### src/hdl/i2c_pkg.sv
`default_nettype none

package i2c_pkg;

    localparam int PRESCALE_W = 16;                 // prescale and sample-rate inputs
    localparam int DATA_W     = 8;
    localparam int BIT_CNT_W  = $clog2(DATA_W);      // bit counter in the byte sequencer
    localparam logic [PRESCALE_W-1:0] RESET_PRESCALE = 16'd192;

    // bit level commands, byte controller to bit controller
    typedef enum logic [2:0] {
        CMD_IDLE    = 3'd0,
        CMD_START   = 3'd1,
        CMD_STOP    = 3'd2,
        CMD_WRITE   = 3'd3,
        CMD_READ    = 3'd4,
        CMD_RESTART = 3'd5
    } bit_cmd_e;

    typedef enum logic [4:0] {
        B_IDLE,
        B_START_A,
        B_START_B,
        B_START_C,
        B_START_D,
        B_START_E,
        B_STOP_A,
        B_STOP_B,
        B_STOP_C,
        B_STOP_D,
        B_READ_A,
        B_READ_B,
        B_READ_C,
        B_READ_D,
        B_WRITE_A,
        B_WRITE_B,
        B_WRITE_C,
        B_WRITE_D,
        B_RESTART_A,
        B_RESTART_B,
        B_RESTART_C,
        B_RESTART_D
    } bit_state_e;

    typedef enum logic [2:0] {
        ST_IDLE,
        ST_START,
        ST_WRITE,
        ST_READ,
        ST_ACK,     // ninth bit, either direction
        ST_STOP
    } byte_state_e;

endpackage

`default_nettype wire

### src/hdl/i2c_bit_ctl.sv
`default_nettype none

module i2c_bit_ctl
(
    input  logic                           i_sysclk,
    input  logic                           i_nReset,
    input  logic                           i_enable,
    input  logic [i2c_pkg::PRESCALE_W-1:0] i_prescale,   // phase tick rate
    input  logic [i2c_pkg::PRESCALE_W-1:0] i_dfsr,       // sda sample rate
    input  i2c_pkg::bit_cmd_e              i_cmd,
    input  logic                           i_din,
    input  logic                           i_scl,
    input  logic                           i_sda,
    output logic                           o_cmd_ack,
    output logic                           o_busy,
    output logic                           o_arblost,
    output logic                           o_dout,
    output logic                           o_scl_oen,
    output logic                           o_sda_oen
);

    i2c_pkg::bit_state_e             s_state;
    logic [i2c_pkg::PRESCALE_W-1:0]  s_cnt;
    logic [i2c_pkg::PRESCALE_W-1:0]  s_filter_cnt;
    logic                            s_clk_en;
    logic                            s_sda_chk;
    logic                            s_sda;

    always_ff @(posedge i_sysclk or negedge i_nReset)
    begin
        if (!i_nReset)
        begin
            s_cnt        <= i2c_pkg::RESET_PRESCALE;
            s_filter_cnt <= i2c_pkg::RESET_PRESCALE >> 4;
            s_clk_en     <= 1'b1;
            s_sda        <= 1'b0;
        end
        else if (!i_enable)
        begin
            s_cnt        <= i_prescale >> 2;
            s_filter_cnt <= i_dfsr >> 1;
            s_clk_en     <= 1'b1;
            s_sda        <= 1'b0;
        end
        else
        begin
            if (s_cnt == '0)
            begin
                // idle polls commands four times faster
                if (s_state == i2c_pkg::B_IDLE)
                    s_cnt <= i_prescale >> 4;
                else
                    s_cnt <= i_prescale >> 2;
                s_clk_en <= 1'b1;
            end
            else
            begin
                s_cnt    <= s_cnt - 1'b1;
                s_clk_en <= 1'b0;
            end

            if (s_filter_cnt == '0)
            begin
                s_filter_cnt <= i_dfsr >> 1;
                if (o_sda_oen && i_scl)
                    s_sda <= i_sda;             // sda only counts with scl high
            end
            else
                s_filter_cnt <= s_filter_cnt - 1'b1;
        end
    end

    always_ff @(posedge i_sysclk or negedge i_nReset)
    begin
        if (!i_nReset)
        begin
            s_state   <= i2c_pkg::B_IDLE;
            s_sda_chk <= 1'b0;
            o_cmd_ack <= 1'b0;
            o_busy    <= 1'b0;
            o_arblost <= 1'b0;
            o_scl_oen <= 1'b1;
            o_sda_oen <= 1'b1;
        end
        else if (!i_enable)
        begin
            s_state   <= i2c_pkg::B_IDLE;
            s_sda_chk <= 1'b0;
            o_cmd_ack <= 1'b0;
            o_busy    <= 1'b0;
            o_arblost <= 1'b0;
            o_scl_oen <= 1'b1;
            o_sda_oen <= 1'b1;
        end
        else
        begin
            o_cmd_ack <= 1'b0;
            if (s_clk_en)
            begin
                s_sda_chk <= 1'b0;
                if (s_sda_chk && o_sda_oen && !s_sda)
                    o_arblost <= 1'b1;          // released, yet held low by another master
                case (s_state)
                    i2c_pkg::B_IDLE:
                    begin
                        case (i_cmd)
                            i2c_pkg::CMD_START:   s_state <= i2c_pkg::B_START_A;
                            i2c_pkg::CMD_STOP:    s_state <= i2c_pkg::B_STOP_A;
                            i2c_pkg::CMD_WRITE:   s_state <= i2c_pkg::B_WRITE_A;
                            i2c_pkg::CMD_READ:    s_state <= i2c_pkg::B_READ_A;
                            i2c_pkg::CMD_RESTART: s_state <= i2c_pkg::B_RESTART_A;
                            default:              s_state <= i2c_pkg::B_IDLE;
                        endcase
                    end
                    i2c_pkg::B_START_A:
                    begin
                        s_state   <= i2c_pkg::B_START_B;
                        o_sda_oen <= 1'b1;
                    end
                    i2c_pkg::B_START_B:
                    begin
                        s_state   <= i2c_pkg::B_START_C;
                        o_scl_oen <= 1'b1;
                        o_sda_oen <= 1'b1;
                    end
                    i2c_pkg::B_START_C:
                    begin
                        s_state   <= i2c_pkg::B_START_D;
                        o_sda_oen <= 1'b0;              // start condition
                    end
                    i2c_pkg::B_START_D: s_state <= i2c_pkg::B_START_E;
                    i2c_pkg::B_START_E:
                    begin
                        s_state   <= i2c_pkg::B_IDLE;
                        o_cmd_ack <= 1'b1;
                        o_busy    <= 1'b1;
                        o_scl_oen <= 1'b0;
                    end
                    i2c_pkg::B_STOP_A:
                    begin
                        s_state   <= i2c_pkg::B_STOP_B;
                        o_scl_oen <= 1'b0;
                        o_sda_oen <= 1'b0;
                    end
                    i2c_pkg::B_STOP_B:
                    begin
                        s_state   <= i2c_pkg::B_STOP_C;
                        o_scl_oen <= 1'b1;
                    end
                    i2c_pkg::B_STOP_C:
                    begin
                        s_state   <= i2c_pkg::B_STOP_D;
                        o_sda_oen <= 1'b1;              // stop condition
                        s_sda_chk <= 1'b1;
                    end
                    i2c_pkg::B_STOP_D:
                    begin
                        s_state   <= i2c_pkg::B_IDLE;
                        o_cmd_ack <= 1'b1;
                        o_busy    <= 1'b0;
                    end
                    i2c_pkg::B_READ_A:
                    begin
                        s_state   <= i2c_pkg::B_READ_B;
                        o_scl_oen <= 1'b0;
                        o_sda_oen <= 1'b1;
                    end
                    i2c_pkg::B_READ_B:
                    begin
                        s_state   <= i2c_pkg::B_READ_C;
                        o_scl_oen <= 1'b1;
                    end
                    i2c_pkg::B_READ_C: s_state <= i2c_pkg::B_READ_D;
                    i2c_pkg::B_READ_D:
                    begin
                        s_state   <= i2c_pkg::B_IDLE;
                        o_cmd_ack <= 1'b1;
                        o_scl_oen <= 1'b0;
                    end
                    i2c_pkg::B_WRITE_A:
                    begin
                        s_state   <= i2c_pkg::B_WRITE_B;
                        o_scl_oen <= 1'b0;
                        o_sda_oen <= i_din;
                    end
                    i2c_pkg::B_WRITE_B:
                    begin
                        s_state   <= i2c_pkg::B_WRITE_C;
                        o_scl_oen <= 1'b1;
                        o_sda_oen <= i_din;
                    end
                    i2c_pkg::B_WRITE_C:
                    begin
                        s_state   <= i2c_pkg::B_WRITE_D;
                        o_sda_oen <= i_din;
                        s_sda_chk <= 1'b1;
                    end
                    i2c_pkg::B_WRITE_D:
                    begin
                        s_state   <= i2c_pkg::B_IDLE;
                        o_cmd_ack <= 1'b1;
                        o_scl_oen <= 1'b0;
                        o_sda_oen <= i_din;
                    end
                    i2c_pkg::B_RESTART_A:
                    begin
                        s_state   <= i2c_pkg::B_RESTART_B;
                        o_scl_oen <= 1'b0;
                        o_sda_oen <= 1'b1;
                    end
                    i2c_pkg::B_RESTART_B:
                    begin
                        s_state   <= i2c_pkg::B_RESTART_C;
                        o_scl_oen <= 1'b1;
                        s_sda_chk <= 1'b1;              // bus must be free before pulling sda
                    end
                    i2c_pkg::B_RESTART_C:
                    begin
                        s_state   <= i2c_pkg::B_RESTART_D;
                        o_sda_oen <= 1'b0;
                    end
                    i2c_pkg::B_RESTART_D:
                    begin
                        s_state   <= i2c_pkg::B_IDLE;
                        o_cmd_ack <= 1'b1;
                        o_scl_oen <= 1'b0;
                    end
                    default: s_state <= i2c_pkg::B_IDLE;
                endcase
            end
        end
    end

    assign o_dout = s_sda;

    a_ack_single: assert property (@(posedge i_sysclk) disable iff (!i_nReset)
        o_cmd_ack |=> !o_cmd_ack);

    a_idle_when_off: assert property (@(posedge i_sysclk) disable iff (!i_nReset)
        !i_enable |=> s_state == i2c_pkg::B_IDLE);

endmodule

`default_nettype wire

### src/hdl/i2c_byte_ctl.sv
`default_nettype none

module i2c_byte_ctl
(
    input  logic                        i_sysclk,
    input  logic                        i_nReset,
    input  logic                        i_enable,
    input  logic                        i_start,
    input  logic                        i_stop,
    input  logic                        i_read,
    input  logic                        i_write,
    input  logic                        i_ack_in,     // level sent after a read
    input  logic [i2c_pkg::DATA_W-1:0]  i_txd,
    input  logic                        i_bit_ack,
    input  logic                        i_bit_dout,
    input  logic                        i_arblost,
    output i2c_pkg::bit_cmd_e           o_bit_cmd,
    output logic                        o_bit_din,
    output logic                        o_done,
    output logic                        o_ack_out,
    output logic [i2c_pkg::DATA_W-1:0]  o_rxd
);

    i2c_pkg::byte_state_e              s_state;
    logic [i2c_pkg::DATA_W-1:0]        s_sr;
    logic [i2c_pkg::BIT_CNT_W-1:0]     s_bit_cnt;
    logic                              s_open;      // start sent, no stop yet
    logic                              s_accept;

    // new strobes are ignored in the done cycle, the caller is still clearing them
    assign s_accept = (s_state == i2c_pkg::ST_IDLE) && !o_done;

    always_ff @(posedge i_sysclk)
    begin
        if (s_accept && (i_start || i_write))
            s_sr <= i_txd;
        else if (i_bit_ack && (s_state == i2c_pkg::ST_WRITE || s_state == i2c_pkg::ST_READ))
            s_sr <= {s_sr[i2c_pkg::DATA_W-2:0], i_bit_dout};   // msb first both ways
    end

    always_ff @(posedge i_sysclk or negedge i_nReset)
    begin
        if (!i_nReset)
        begin
            s_state   <= i2c_pkg::ST_IDLE;
            s_bit_cnt <= '1;
            s_open    <= 1'b0;
            o_bit_cmd <= i2c_pkg::CMD_IDLE;
            o_bit_din <= 1'b1;
            o_done    <= 1'b0;
            o_ack_out <= 1'b0;
        end
        else if (!i_enable)
        begin
            s_state   <= i2c_pkg::ST_IDLE;
            s_bit_cnt <= '1;
            s_open    <= 1'b0;
            o_bit_cmd <= i2c_pkg::CMD_IDLE;
            o_bit_din <= 1'b1;
            o_done    <= 1'b0;
            o_ack_out <= 1'b0;
        end
        else
        begin
            o_done <= 1'b0;
            if (i_arblost && s_state != i2c_pkg::ST_IDLE)
            begin
                s_state   <= i2c_pkg::ST_IDLE;      // give up the byte
                s_open    <= 1'b0;
                o_bit_cmd <= i2c_pkg::CMD_IDLE;
                o_done    <= 1'b1;
            end
            else if (s_state == i2c_pkg::ST_IDLE)
            begin
                s_bit_cnt <= '1;
                if (s_accept && i_start)
                begin
                    s_state   <= i2c_pkg::ST_START;
                    o_bit_cmd <= s_open ? i2c_pkg::CMD_RESTART : i2c_pkg::CMD_START;
                end
                else if (s_accept && i_write)
                begin
                    s_state   <= i2c_pkg::ST_WRITE;
                    o_bit_cmd <= i2c_pkg::CMD_WRITE;
                    o_bit_din <= i_txd[i2c_pkg::DATA_W-1];
                end
                else if (s_accept && i_read)
                begin
                    s_state   <= i2c_pkg::ST_READ;
                    o_bit_cmd <= i2c_pkg::CMD_READ;
                    o_bit_din <= 1'b1;
                end
                else if (s_accept && i_stop)
                begin
                    s_state   <= i2c_pkg::ST_STOP;
                    o_bit_cmd <= i2c_pkg::CMD_STOP;
                end
            end
            else if (i_bit_ack)
            begin
                case (s_state)
                    i2c_pkg::ST_START:
                    begin
                        s_open <= 1'b1;
                        if (i_write)
                        begin
                            s_state   <= i2c_pkg::ST_WRITE;
                            o_bit_cmd <= i2c_pkg::CMD_WRITE;
                            o_bit_din <= s_sr[i2c_pkg::DATA_W-1];
                        end
                        else if (i_read)
                        begin
                            s_state   <= i2c_pkg::ST_READ;
                            o_bit_cmd <= i2c_pkg::CMD_READ;
                            o_bit_din <= 1'b1;
                        end
                        else
                        begin
                            s_state   <= i2c_pkg::ST_IDLE;
                            o_bit_cmd <= i2c_pkg::CMD_IDLE;
                            o_done    <= 1'b1;
                        end
                    end
                    i2c_pkg::ST_WRITE:
                    begin
                        if (s_bit_cnt == '0)
                        begin
                            s_state   <= i2c_pkg::ST_ACK;
                            o_bit_cmd <= i2c_pkg::CMD_READ;    // slave ack
                            o_bit_din <= 1'b1;
                        end
                        else
                        begin
                            s_bit_cnt <= s_bit_cnt - 1'b1;
                            o_bit_din <= s_sr[i2c_pkg::DATA_W-2];
                        end
                    end
                    i2c_pkg::ST_READ:
                    begin
                        if (s_bit_cnt == '0)
                        begin
                            s_state   <= i2c_pkg::ST_ACK;
                            o_bit_cmd <= i2c_pkg::CMD_WRITE;
                            o_bit_din <= i_ack_in;
                        end
                        else
                            s_bit_cnt <= s_bit_cnt - 1'b1;
                    end
                    i2c_pkg::ST_ACK:
                    begin
                        if (o_bit_cmd == i2c_pkg::CMD_READ)
                            o_ack_out <= i_bit_dout;
                        if (i_stop)
                        begin
                            s_state   <= i2c_pkg::ST_STOP;
                            o_bit_cmd <= i2c_pkg::CMD_STOP;
                        end
                        else
                        begin
                            s_state   <= i2c_pkg::ST_IDLE;
                            o_bit_cmd <= i2c_pkg::CMD_IDLE;
                            o_done    <= 1'b1;
                        end
                    end
                    i2c_pkg::ST_STOP:
                    begin
                        s_state   <= i2c_pkg::ST_IDLE;
                        s_open    <= 1'b0;
                        o_bit_cmd <= i2c_pkg::CMD_IDLE;
                        o_done    <= 1'b1;
                    end
                    default: s_state <= i2c_pkg::ST_IDLE;
                endcase
            end
        end
    end

    assign o_rxd = s_sr;

    a_done_after_work: assert property (@(posedge i_sysclk) disable iff (!i_nReset)
        o_done |-> $past(s_state) != i2c_pkg::ST_IDLE);

endmodule

`default_nettype wire

### src/hdl/i2c_master_top.sv
`default_nettype none

module i2c_master_top
(
    input  logic                           i_sysclk,
    input  logic                           i_nReset,
    input  logic                           i_enable,
    input  logic [i2c_pkg::PRESCALE_W-1:0] i_prescale,
    input  logic [i2c_pkg::PRESCALE_W-1:0] i_dfsr,
    input  logic                           i_start,
    input  logic                           i_stop,
    input  logic                           i_read,
    input  logic                           i_write,
    input  logic                           i_ack_in,
    input  logic [i2c_pkg::DATA_W-1:0]     i_txd,
    input  logic                           i_scl,
    input  logic                           i_sda,
    output logic                           o_done,
    output logic [i2c_pkg::DATA_W-1:0]     o_rxd,
    output logic                           o_ack_out,
    output logic                           o_busy,
    output logic                           o_arblost,
    output logic                           o_scl,
    output logic                           o_scl_oen,
    output logic                           o_sda,
    output logic                           o_sda_oen
);

    i2c_pkg::bit_cmd_e  s_bit_cmd;
    logic               s_bit_din;
    logic               s_bit_ack;
    logic               s_bit_dout;

    i2c_byte_ctl u_byte_ctl
    (
        .i_sysclk   (i_sysclk),
        .i_nReset   (i_nReset),
        .i_enable   (i_enable),
        .i_start    (i_start),
        .i_stop     (i_stop),
        .i_read     (i_read),
        .i_write    (i_write),
        .i_ack_in   (i_ack_in),
        .i_txd      (i_txd),
        .i_bit_ack  (s_bit_ack),
        .i_bit_dout (s_bit_dout),
        .i_arblost  (o_arblost),
        .o_bit_cmd  (s_bit_cmd),
        .o_bit_din  (s_bit_din),
        .o_done     (o_done),
        .o_ack_out  (o_ack_out),
        .o_rxd      (o_rxd)
    );

    i2c_bit_ctl u_bit_ctl
    (
        .i_sysclk   (i_sysclk),
        .i_nReset   (i_nReset),
        .i_enable   (i_enable),
        .i_prescale (i_prescale),
        .i_dfsr     (i_dfsr),
        .i_cmd      (s_bit_cmd),
        .i_din      (s_bit_din),
        .i_scl      (i_scl),
        .i_sda      (i_sda),
        .o_cmd_ack  (s_bit_ack),
        .o_busy     (o_busy),
        .o_arblost  (o_arblost),
        .o_dout     (s_bit_dout),
        .o_scl_oen  (o_scl_oen),
        .o_sda_oen  (o_sda_oen)
    );

    // pad data follows the enable, the pad itself only ever pulls low
    assign o_scl = o_scl_oen;
    assign o_sda = o_sda_oen;

endmodule

`default_nettype wire

### config.mk
export PLATFORM = sky130hd
export DESIGN_NAME = i2c_master_top
export DESIGN_NICKNAME = d
export VERILOG_FILES = /design/src/hdl/i2c_pkg.sv /design/src/hdl/i2c_bit_ctl.sv /design/src/hdl/i2c_byte_ctl.sv /design/src/hdl/i2c_master_top.sv
export SDC_FILE = /design/constraint.sdc
export NUM_CORES = 1
export LEC_CHECK = 0
export ABC_AREA = 0
export ABC_CLOCK_PERIOD_IN_PS = 5500
export CORE_UTILIZATION = 58
export DETAILED_ROUTE_END_ITERATION = 6
export DONT_BUFFER_PORTS = 1
export GPL_TIMING_DRIVEN = 0
export PLACE_DENSITY = 0.83
export SETUP_SLACK_MARGIN = 0.3
export SYNTH_ARGS = -nofsm -noshare
export SYNTH_HDL_FRONTEND = slang
export SYNTH_SLANG_ARGS = --single-unit
export TNS_END_PERCENT = 10
### constraint.sdc
create_clock -name i_sysclk -period 5.5 [get_ports i_sysclk]
set_input_delay 0.55 -clock i_sysclk [delete_from_list [all_inputs] [get_ports i_sysclk]]
set_output_delay 0.55 -clock i_sysclk [all_outputs]
set_load 0.01 [all_outputs]
Yosys cells after proc, flatten, opt, wreduce, memory -nomap -nowiden
Cells that the tools add are included.
Widths: inputs -> output; s select.
{"block": "op_classes", "n_eq_ne": 60, "add_sub_neg": 3, "muxes": 98, "reduce_logical": 41}
{"operator": "$mux 3", "count": 29}
{"operator": "$pmux 5 s17", "count": 1}
{"operator": "$mux 16", "count": 4}
{"operator": "$mux 1", "count": 48}
{"operator": "$eq 5x4->1 const B", "count": 8}
{"operator": "$logic_not 16->1", "count": 2}
{"operator": "$sub 16x1->16 const B", "count": 2}
{"operator": "$eq 5x5->1 const B", "count": 6}
{"operator": "$pmux 5 s5", "count": 1}
{"operator": "$eq 5x3->1 const B", "count": 4}
{"operator": "$mux 8", "count": 2}
{"operator": "$ne 5x4->1 const B", "count": 3}
{"operator": "$pmux 3 s5", "count": 1}
{"operator": "$reduce_or 5->1", "count": 3}
{"operator": "$mux 14", "count": 1}
{"operator": "$ne 2x1->1 const B", "count": 7}
{"operator": "$eq 3x2->1 const B", "count": 4}
{"operator": "$eq 3x3->1 const B", "count": 4}
{"operator": "$logic_and 1x1->1", "count": 11}
{"operator": "$eq 5x2->1 const B", "count": 2}
{"operator": "$mux 5", "count": 2}
{"operator": "$reduce_and 2->1", "count": 5}
{"operator": "$reduce_and 5->1", "count": 2}
{"operator": "$ne 3x1->1 const B", "count": 3}
{"operator": "30 further kinds", "count": 47}
{"block": "totals", "regBits": 66, "word_cells": 221, "output_inout_bits": 16, "input_bits": 50}

Longest topological paths before layout
{"block": "logic_depth", "ltp_word": 10, "depth_mapped": 9, "depth_no_buf": 7}

Modules after synthesis
A second synthesis with hierarchy kept.
{"block": "unflattened", "cells_unflattened": 453, "hier_area_um2": 4241.6}
{"mod": "i2c_bit_ctl", "area_each_um2": 2839.0, "n_inst": 1, "cells_each": 315, "seq_area_each_um2": 1134.8}
{"mod": "i2c_byte_ctl", "area_each_um2": 1387.6, "n_inst": 1, "cells_each": 136, "seq_area_each_um2": 570.5}
{"mod": "i2c_master_top", "area_each_um2": 15.0, "n_inst": 1, "cells_each": 2, "seq_area_each_um2": 0.0}

Worst setup path before layout
Ideal clock, no wire load.
{"block": "synth_timing", "path_kind": "register -> register", "startpoint": "register u_byte_ctl.s_state[1]", "endpoint": "register u_byte_ctl.s_sr, in the netlist u_byte_ctl.o_rxd[0], enable pin", "n_path_buf": 1, "path_stages_with_launch": 5, "setup_time_ns": 0.334, "setup_slack_ns": 3.557, "synth_period_minus_slack_ns": 1.943, "arrival_ns": 1.609, "t_required_ns": 5.166, "cell_sequence": "dfrtp_1 > or3_1 > clkbuf_1 > nor3_4 > nand2b_1"}
{"block": "synth_via", "elab_chain_len": 4, "elab_cells_between_ends": 8, "classes_between": "2 x eq/ne; 6 x reduce/logical"}
{"element": "start, declared", "line": "i2c_byte_ctl.sv:24", "rtl": "i2c_pkg::byte_state_e s_state;"}
{"element": "start signal, assigned", "line": "i2c_byte_ctl.sv:45", "rtl": "s_state <= i2c_pkg::ST_IDLE;"}
{"element": "start signal, assigned", "line": "i2c_byte_ctl.sv:55", "rtl": "s_state <= i2c_pkg::ST_IDLE;"}
{"element": "start signal, assigned", "line": "i2c_byte_ctl.sv:68", "rtl": "s_state <= i2c_pkg::ST_IDLE;"}
{"element": "$eq 3x2->1 / $logic_not 3->1 (equally long branches)", "line": "i2c_byte_ctl.sv:37, i2c_byte_ctl.sv:31"}
{"element": "$logic_or 1x1->1 / $logic_and 1x1->1 (equally long branches)", "line": "i2c_byte_ctl.sv:37, i2c_byte_ctl.sv:31"}
{"element": "$logic_and 1x1->1 (on tied branches)", "line": "i2c_byte_ctl.sv:37, i2c_byte_ctl.sv:35"}
{"element": "$reduce_bool 2->1 (no source line) (*)"}
{"element": "end signal, assigned", "line": "i2c_byte_ctl.sv:36", "rtl": "s_sr <= i_txd;"}
{"element": "end signal, assigned", "line": "i2c_byte_ctl.sv:38", "rtl": "s_sr <= {s_sr[i2c_pkg::DATA_W-2:0], i_bit_dout};"}
{"element": "end, declared", "line": "i2c_byte_ctl.sv:25", "rtl": "logic [i2c_pkg::DATA_W-1:0] s_sr;"}
Every way passes the cells marked *; elsewhere a longest branch is shown, timed or not.
A chain may end at the register's enable or synchronous reset.

Worst setup path in the final report
{"block": "layout_timing", "startpoint": "register u_bit_ctl.s_cnt[0] (netlist name)", "endpoint": "register u_bit_ctl.s_cnt[0] (netlist name)"}
{"block": "layout_via", "elab_chain_len": 3, "elab_cells_between_ends": 4, "classes_between": "1 x add/sub; 2 x mux; 1 x reduce/logical"}
{"element": "start, declared", "line": "i2c_bit_ctl.sv:23", "rtl": "logic [i2c_pkg::PRESCALE_W-1:0] s_cnt;"}
{"element": "start signal, assigned", "line": "i2c_bit_ctl.sv:33", "rtl": "s_cnt <= i2c_pkg::RESET_PRESCALE;"}
{"element": "start signal, assigned", "line": "i2c_bit_ctl.sv:40", "rtl": "s_cnt <= i_prescale >> 2;"}
{"element": "start signal, assigned", "line": "i2c_bit_ctl.sv:51", "rtl": "s_cnt <= i_prescale >> 4;"}
{"element": "$sub 16x1->16 / $logic_not 16->1 (equally long branches)", "line": "i2c_bit_ctl.sv:58, i2c_bit_ctl.sv:47"}
{"element": "$mux 16 (*)", "line": "i2c_bit_ctl.sv:47", "rtl": "if (s_cnt == '0)"}
{"element": "$mux 16 (*)", "line": "i2c_bit_ctl.sv:38", "rtl": "else if (!i_enable)"}
Marked as above.

==> reports/summary.txt <==
Detailed-route vias per instance = 6.29
Clock sink total = 66
Iter 0 DRT Violations = 219
Largest net degree at the start of global routing = 48
Number of buffers between clock root and the deepest sink = 2
X dimension of the die = 86.5 um
Vias in the first global route = 3414
Met3 WL = 781 um
Setup skew after layout = 0.00739 ns
Final Hold Violating Endpoints = 0
Number of routed nets with antenna violations = 0
Biggest cell delay along the critical path = 0.42 ns
Clock transition at path regs = 0.07 ns
Die area = 0.00748 sq mm
Slew at the pin closest to its max-slew limit = 0.675 ns
Dominant cell type by area after synthesis = dfrtp_1
TritonCTS clock tree = built
Max-cap violations = 0
Count of antenna diodes in the layout = 0
Number of CTS-inserted buffers = 9
Total Neg Setup Slack = 0 ns
DPL Wire Length = 7080 um
Number of top-level pins = 66
Net switching component of the power = 635 uW
Average wire length per cell after detail routing = 17.5 um
Height of the die = 86.5 um
Layout Nets = 532
Final wirelength = 10100 um
Dominant register cell in the synthesized netlist = dfrtp_1
Antenna violations before repair = 0
Cell with the most instances on the worst path = buf_2
Max transition margin = 54.6%
Worst path bufs/invs = 3
Type of the worst setup path = register to register
Cell type of the slowest stage on the worst timing path = nor4b_2
Area grow syn2layout = 8.49%
WL met2 = 4750 um
Number of warning messages in the yosys log = 0
Seq pwr share = 40.5%
Largest fanout on the critical path = 10
Total power per unit cell area = 384 mW/mm^2
Share of the synthesized area in the top cell type = 28.4%
DRC viols = 0
Core ar. = 0.00683 sq mm
Sort of element at the start of the critical path = register
Critical path arrival = 2.47 ns
# H-tree levels = 3
Outcome = finished, final reports clean
Num rows = 30
Highest layer used for signal routing = met4
Part of the Yosys area used for sequential elements = 41.2%
Syn Area/Cell = 8.90 sq um
IO Port Bufs = 0
Initial cell density of the core = 60.6%
Final Max Slew Viols = 0
Data required, critical path = 5.70 ns
Static leakage power = 1.76 nW
Maximum clock rate = 440 MHz
Count of state elements after synthesis = 66
Async S/R FF share, synth = 87.9%
Placement-stage worst setup slack = 3.26 ns
Category of the worst setup path capture point = register
Synth unique cells = 64
R2r setup slk = 3.22 ns
Gr ovfl total = 0
Final Wtd Congestion = 0.943
Count of TritonRoute iterations in the first routing pass = 5
CP top delay family = simple AND/OR/NAND/NOR gates
Power, Total = 1.72 mW
Insertion delay of the later-clocked pin in the worst-skew pair = 0.35 ns
Setup-failing EPs final = 0
Syn Std Cell Area = 0.00414 sq mm
Combinational cell fraction of total power = 35.0%
Cell at the root of the clock tree = clkbuf_8
# resized after CTS = 0
Clock group share of total power = 24.5%
Sw Ratio = 36.9%
Cell-by-cell listing of the critical path = inv_1, ha_1, nor4b_2, and4_1, buf_2, a21oi_2, buf_2, nor2_1, a21oi_1
Via count of the routed design = 3636
Global-route wire length before repair = 16400 um
Type of the most critical hold path = primary input to asynchronous set/reset pin
EDFF count, synth = 8
Number of setup buffers added after CTS = 0
Final WS setup = 3.22 ns
RSZ-0062 raised after global routing = no
Shortest clock period the worst path allows after layout = 2.28 ns
Number of instances in the synthesized netlist = 465
Tcrit/Tclk final = 41.4%
Met1 WL = 4410 um
Layout Utilization = 65.8%
Ratio of cells with drive above 1 in the final layout = 13.3%
Highest ir drop seen on vdd = 288 uV
Pint = 1.09 mW
Synth area leaders = dfrtp_1 28%, dfstp_2 7.0%, edfxtp_1 5.8%
Total nets after synthesis = 520
GRT Util Overall = 28.4%
[power by group through the flow]
stage | registers (mW) | clock network, mW | logic [mW]
final | 0.698 | 0.422 | 0.603
after global placement | 0.704 | 0 | 0.573
after detailed placement | 0.706 | 0 | 0.581
after global routing | 0.709 | 0.446 | 0.666
after floorplan | 0.684 | 0 | 0.472
after CTS | 0.698 | 0.426 | 0.594
[per-stage QoR]
| stage | std cells | area (sq um) | hold WS, ns |
|---|---|---|---|
| floorplan | 465 | 4140 | 0.254 |
| global placement | 561 | 4260 | 0.256 |
| detailed placement | 561 | 4260 | 0.256 |
| CTS | 578 | 4490 | 0.0336 |
| global route | 578 | 4490 | 0.0242 |
| finish | 578 | 4490 | 0.0320 |
[final cells by class]
| cell class | count | area (sq um) |
|---|---|---|
| fillers | 586 | 2340 |
| multi-input cells | 352 | 2230 |
| flip-flops and latches | 66 | 1710 |
| clock buffers | 11 | 151 |
| plain buffers | 32 | 150 |
| well taps | 96 | 120 |
| inverters | 15 | 56.3 |
| clock inverters | 5 | 52.6 |
| repair buffers | 1 | 27.5 |
[synthesized netlist by cell type, types with 3 or more instances]
library cell / n
or4_1: 3
nor4_1: 5
buf_2: 6
o22ai_1: 11
a221oi_1: 3
mux2i_1: 7
nor2_1: 45
clkbuf_1: 17
xnor2_1: 18
a211oi_1: 3
edfxtp_1: 8
xor2_1: 8
a32oi_1: 3
nand3_1: 13
nand3b_1: 3
dfstp_2: 11
dfrtp_1: 47
buf_1: 4
o21bai_1: 3
inv_1: 15
o21ai_0: 40
nand2b_1: 8
nand4b_1: 3
nor2b_1: 11
nand4_1: 7
ha_1: 5
a21oi_1: 30
a21o_1: 3
o211ai_1: 3
or3_1: 6
nor3_1: 16
buf_4: 4
mux2_2: 12
a22o_1: 6
nand2_1: 37
[flip-flops by register name, summed over array words and instances, names as in the netlist]
signal / flops
u_bit_ctl.s_sda_chk: 1
u_byte_ctl.o_bit_cmd: 3
u_byte_ctl.s_state: 3
u_bit_ctl.o_scl_oen: 1
u_byte_ctl.s_open: 1
u_bit_ctl.s_clk_en: 1
u_bit_ctl.o_dout: 1
u_bit_ctl.o_busy: 1
u_bit_ctl.o_sda_oen: 1
u_bit_ctl.o_cmd_ack: 1
u_byte_ctl.o_ack_out: 1
u_bit_ctl.s_state: 5
u_byte_ctl.o_done: 1
u_bit_ctl.o_arblost: 1
u_bit_ctl.s_filter_cnt: 16
u_byte_ctl.o_rxd: 8
u_byte_ctl.o_bit_din: 1
u_bit_ctl.s_cnt: 16
u_byte_ctl.s_bit_cnt: 3
[final timing paths]
check | startpoint | to | cells past startpoint
worst max-delay path | u_bit_ctl.s_cnt[0] | u_bit_ctl.s_cnt[0] | 9
min in group i_sysclk | i_dfsr[3] | u_bit_ctl.s_filter_cnt[2] | 2
worst max register to register | u_bit_ctl.s_cnt[0] | u_bit_ctl.s_cnt[0] | 9
worst min register to register | u_bit_ctl.s_filter_cnt[0] | u_bit_ctl.s_filter_cnt[0] | 1
max in group asynchronous | i_nReset | u_byte_ctl.s_state[0] | 1
worst min-delay path | i_nReset | u_bit_ctl.s_state[1] | 1
[cells in the final DEF, fill, tap and decap left out, drive strengths merged, types with 12 or more instances in the layout]
master	synthesis	final
nand2	38	38
buf	15	16
nand3	13	13
nor2	45	45
nor3	17	17
o21ai	41	41
clkbuf	17	28
a21oi	31	31
mux2	12	12
xnor2	18	18
inv	15	15
dfrtp	47	47
[what timing repair did]
| item | CTS | global route |
|---|---|---|
| hold buffers | 1 | 0 |
| setup endpoints to repair | 0 | 0 |
| hold endpoints to repair | 47 | 0 |
[routing by layer]
| layer | vias up | global-route usage [%] |
|---|---|---|
| met5 | - | 0 |
| met4 | 0 | 11.2 |
| met3 | 24 | 5.14 |
| met2 | 167 | 44.7 |
| met1 | 1731 | 39.1 |
| li1 | 1714 | - |
[logic make-up (layout without fill, tap and decap cells)]
group / Yosys count / count (layout) / synth area share, %
AND/OR/NAND/NOR: 172 / 172 / 21.7
AO/OA/AOI/OAI: 130 / 130 / 20.2
adder cells (fa/ha/maj): 5 / 5 / 1.51
buffers and inverters: 47 / 64 / 4.99
XOR/XNOR: 26 / 26 / 5.50
flip-flops: 66 / 66 / 41.2
multiplexers: 19 / 19 / 4.96
No activity file was read; power rests on OpenSTA's default activity.
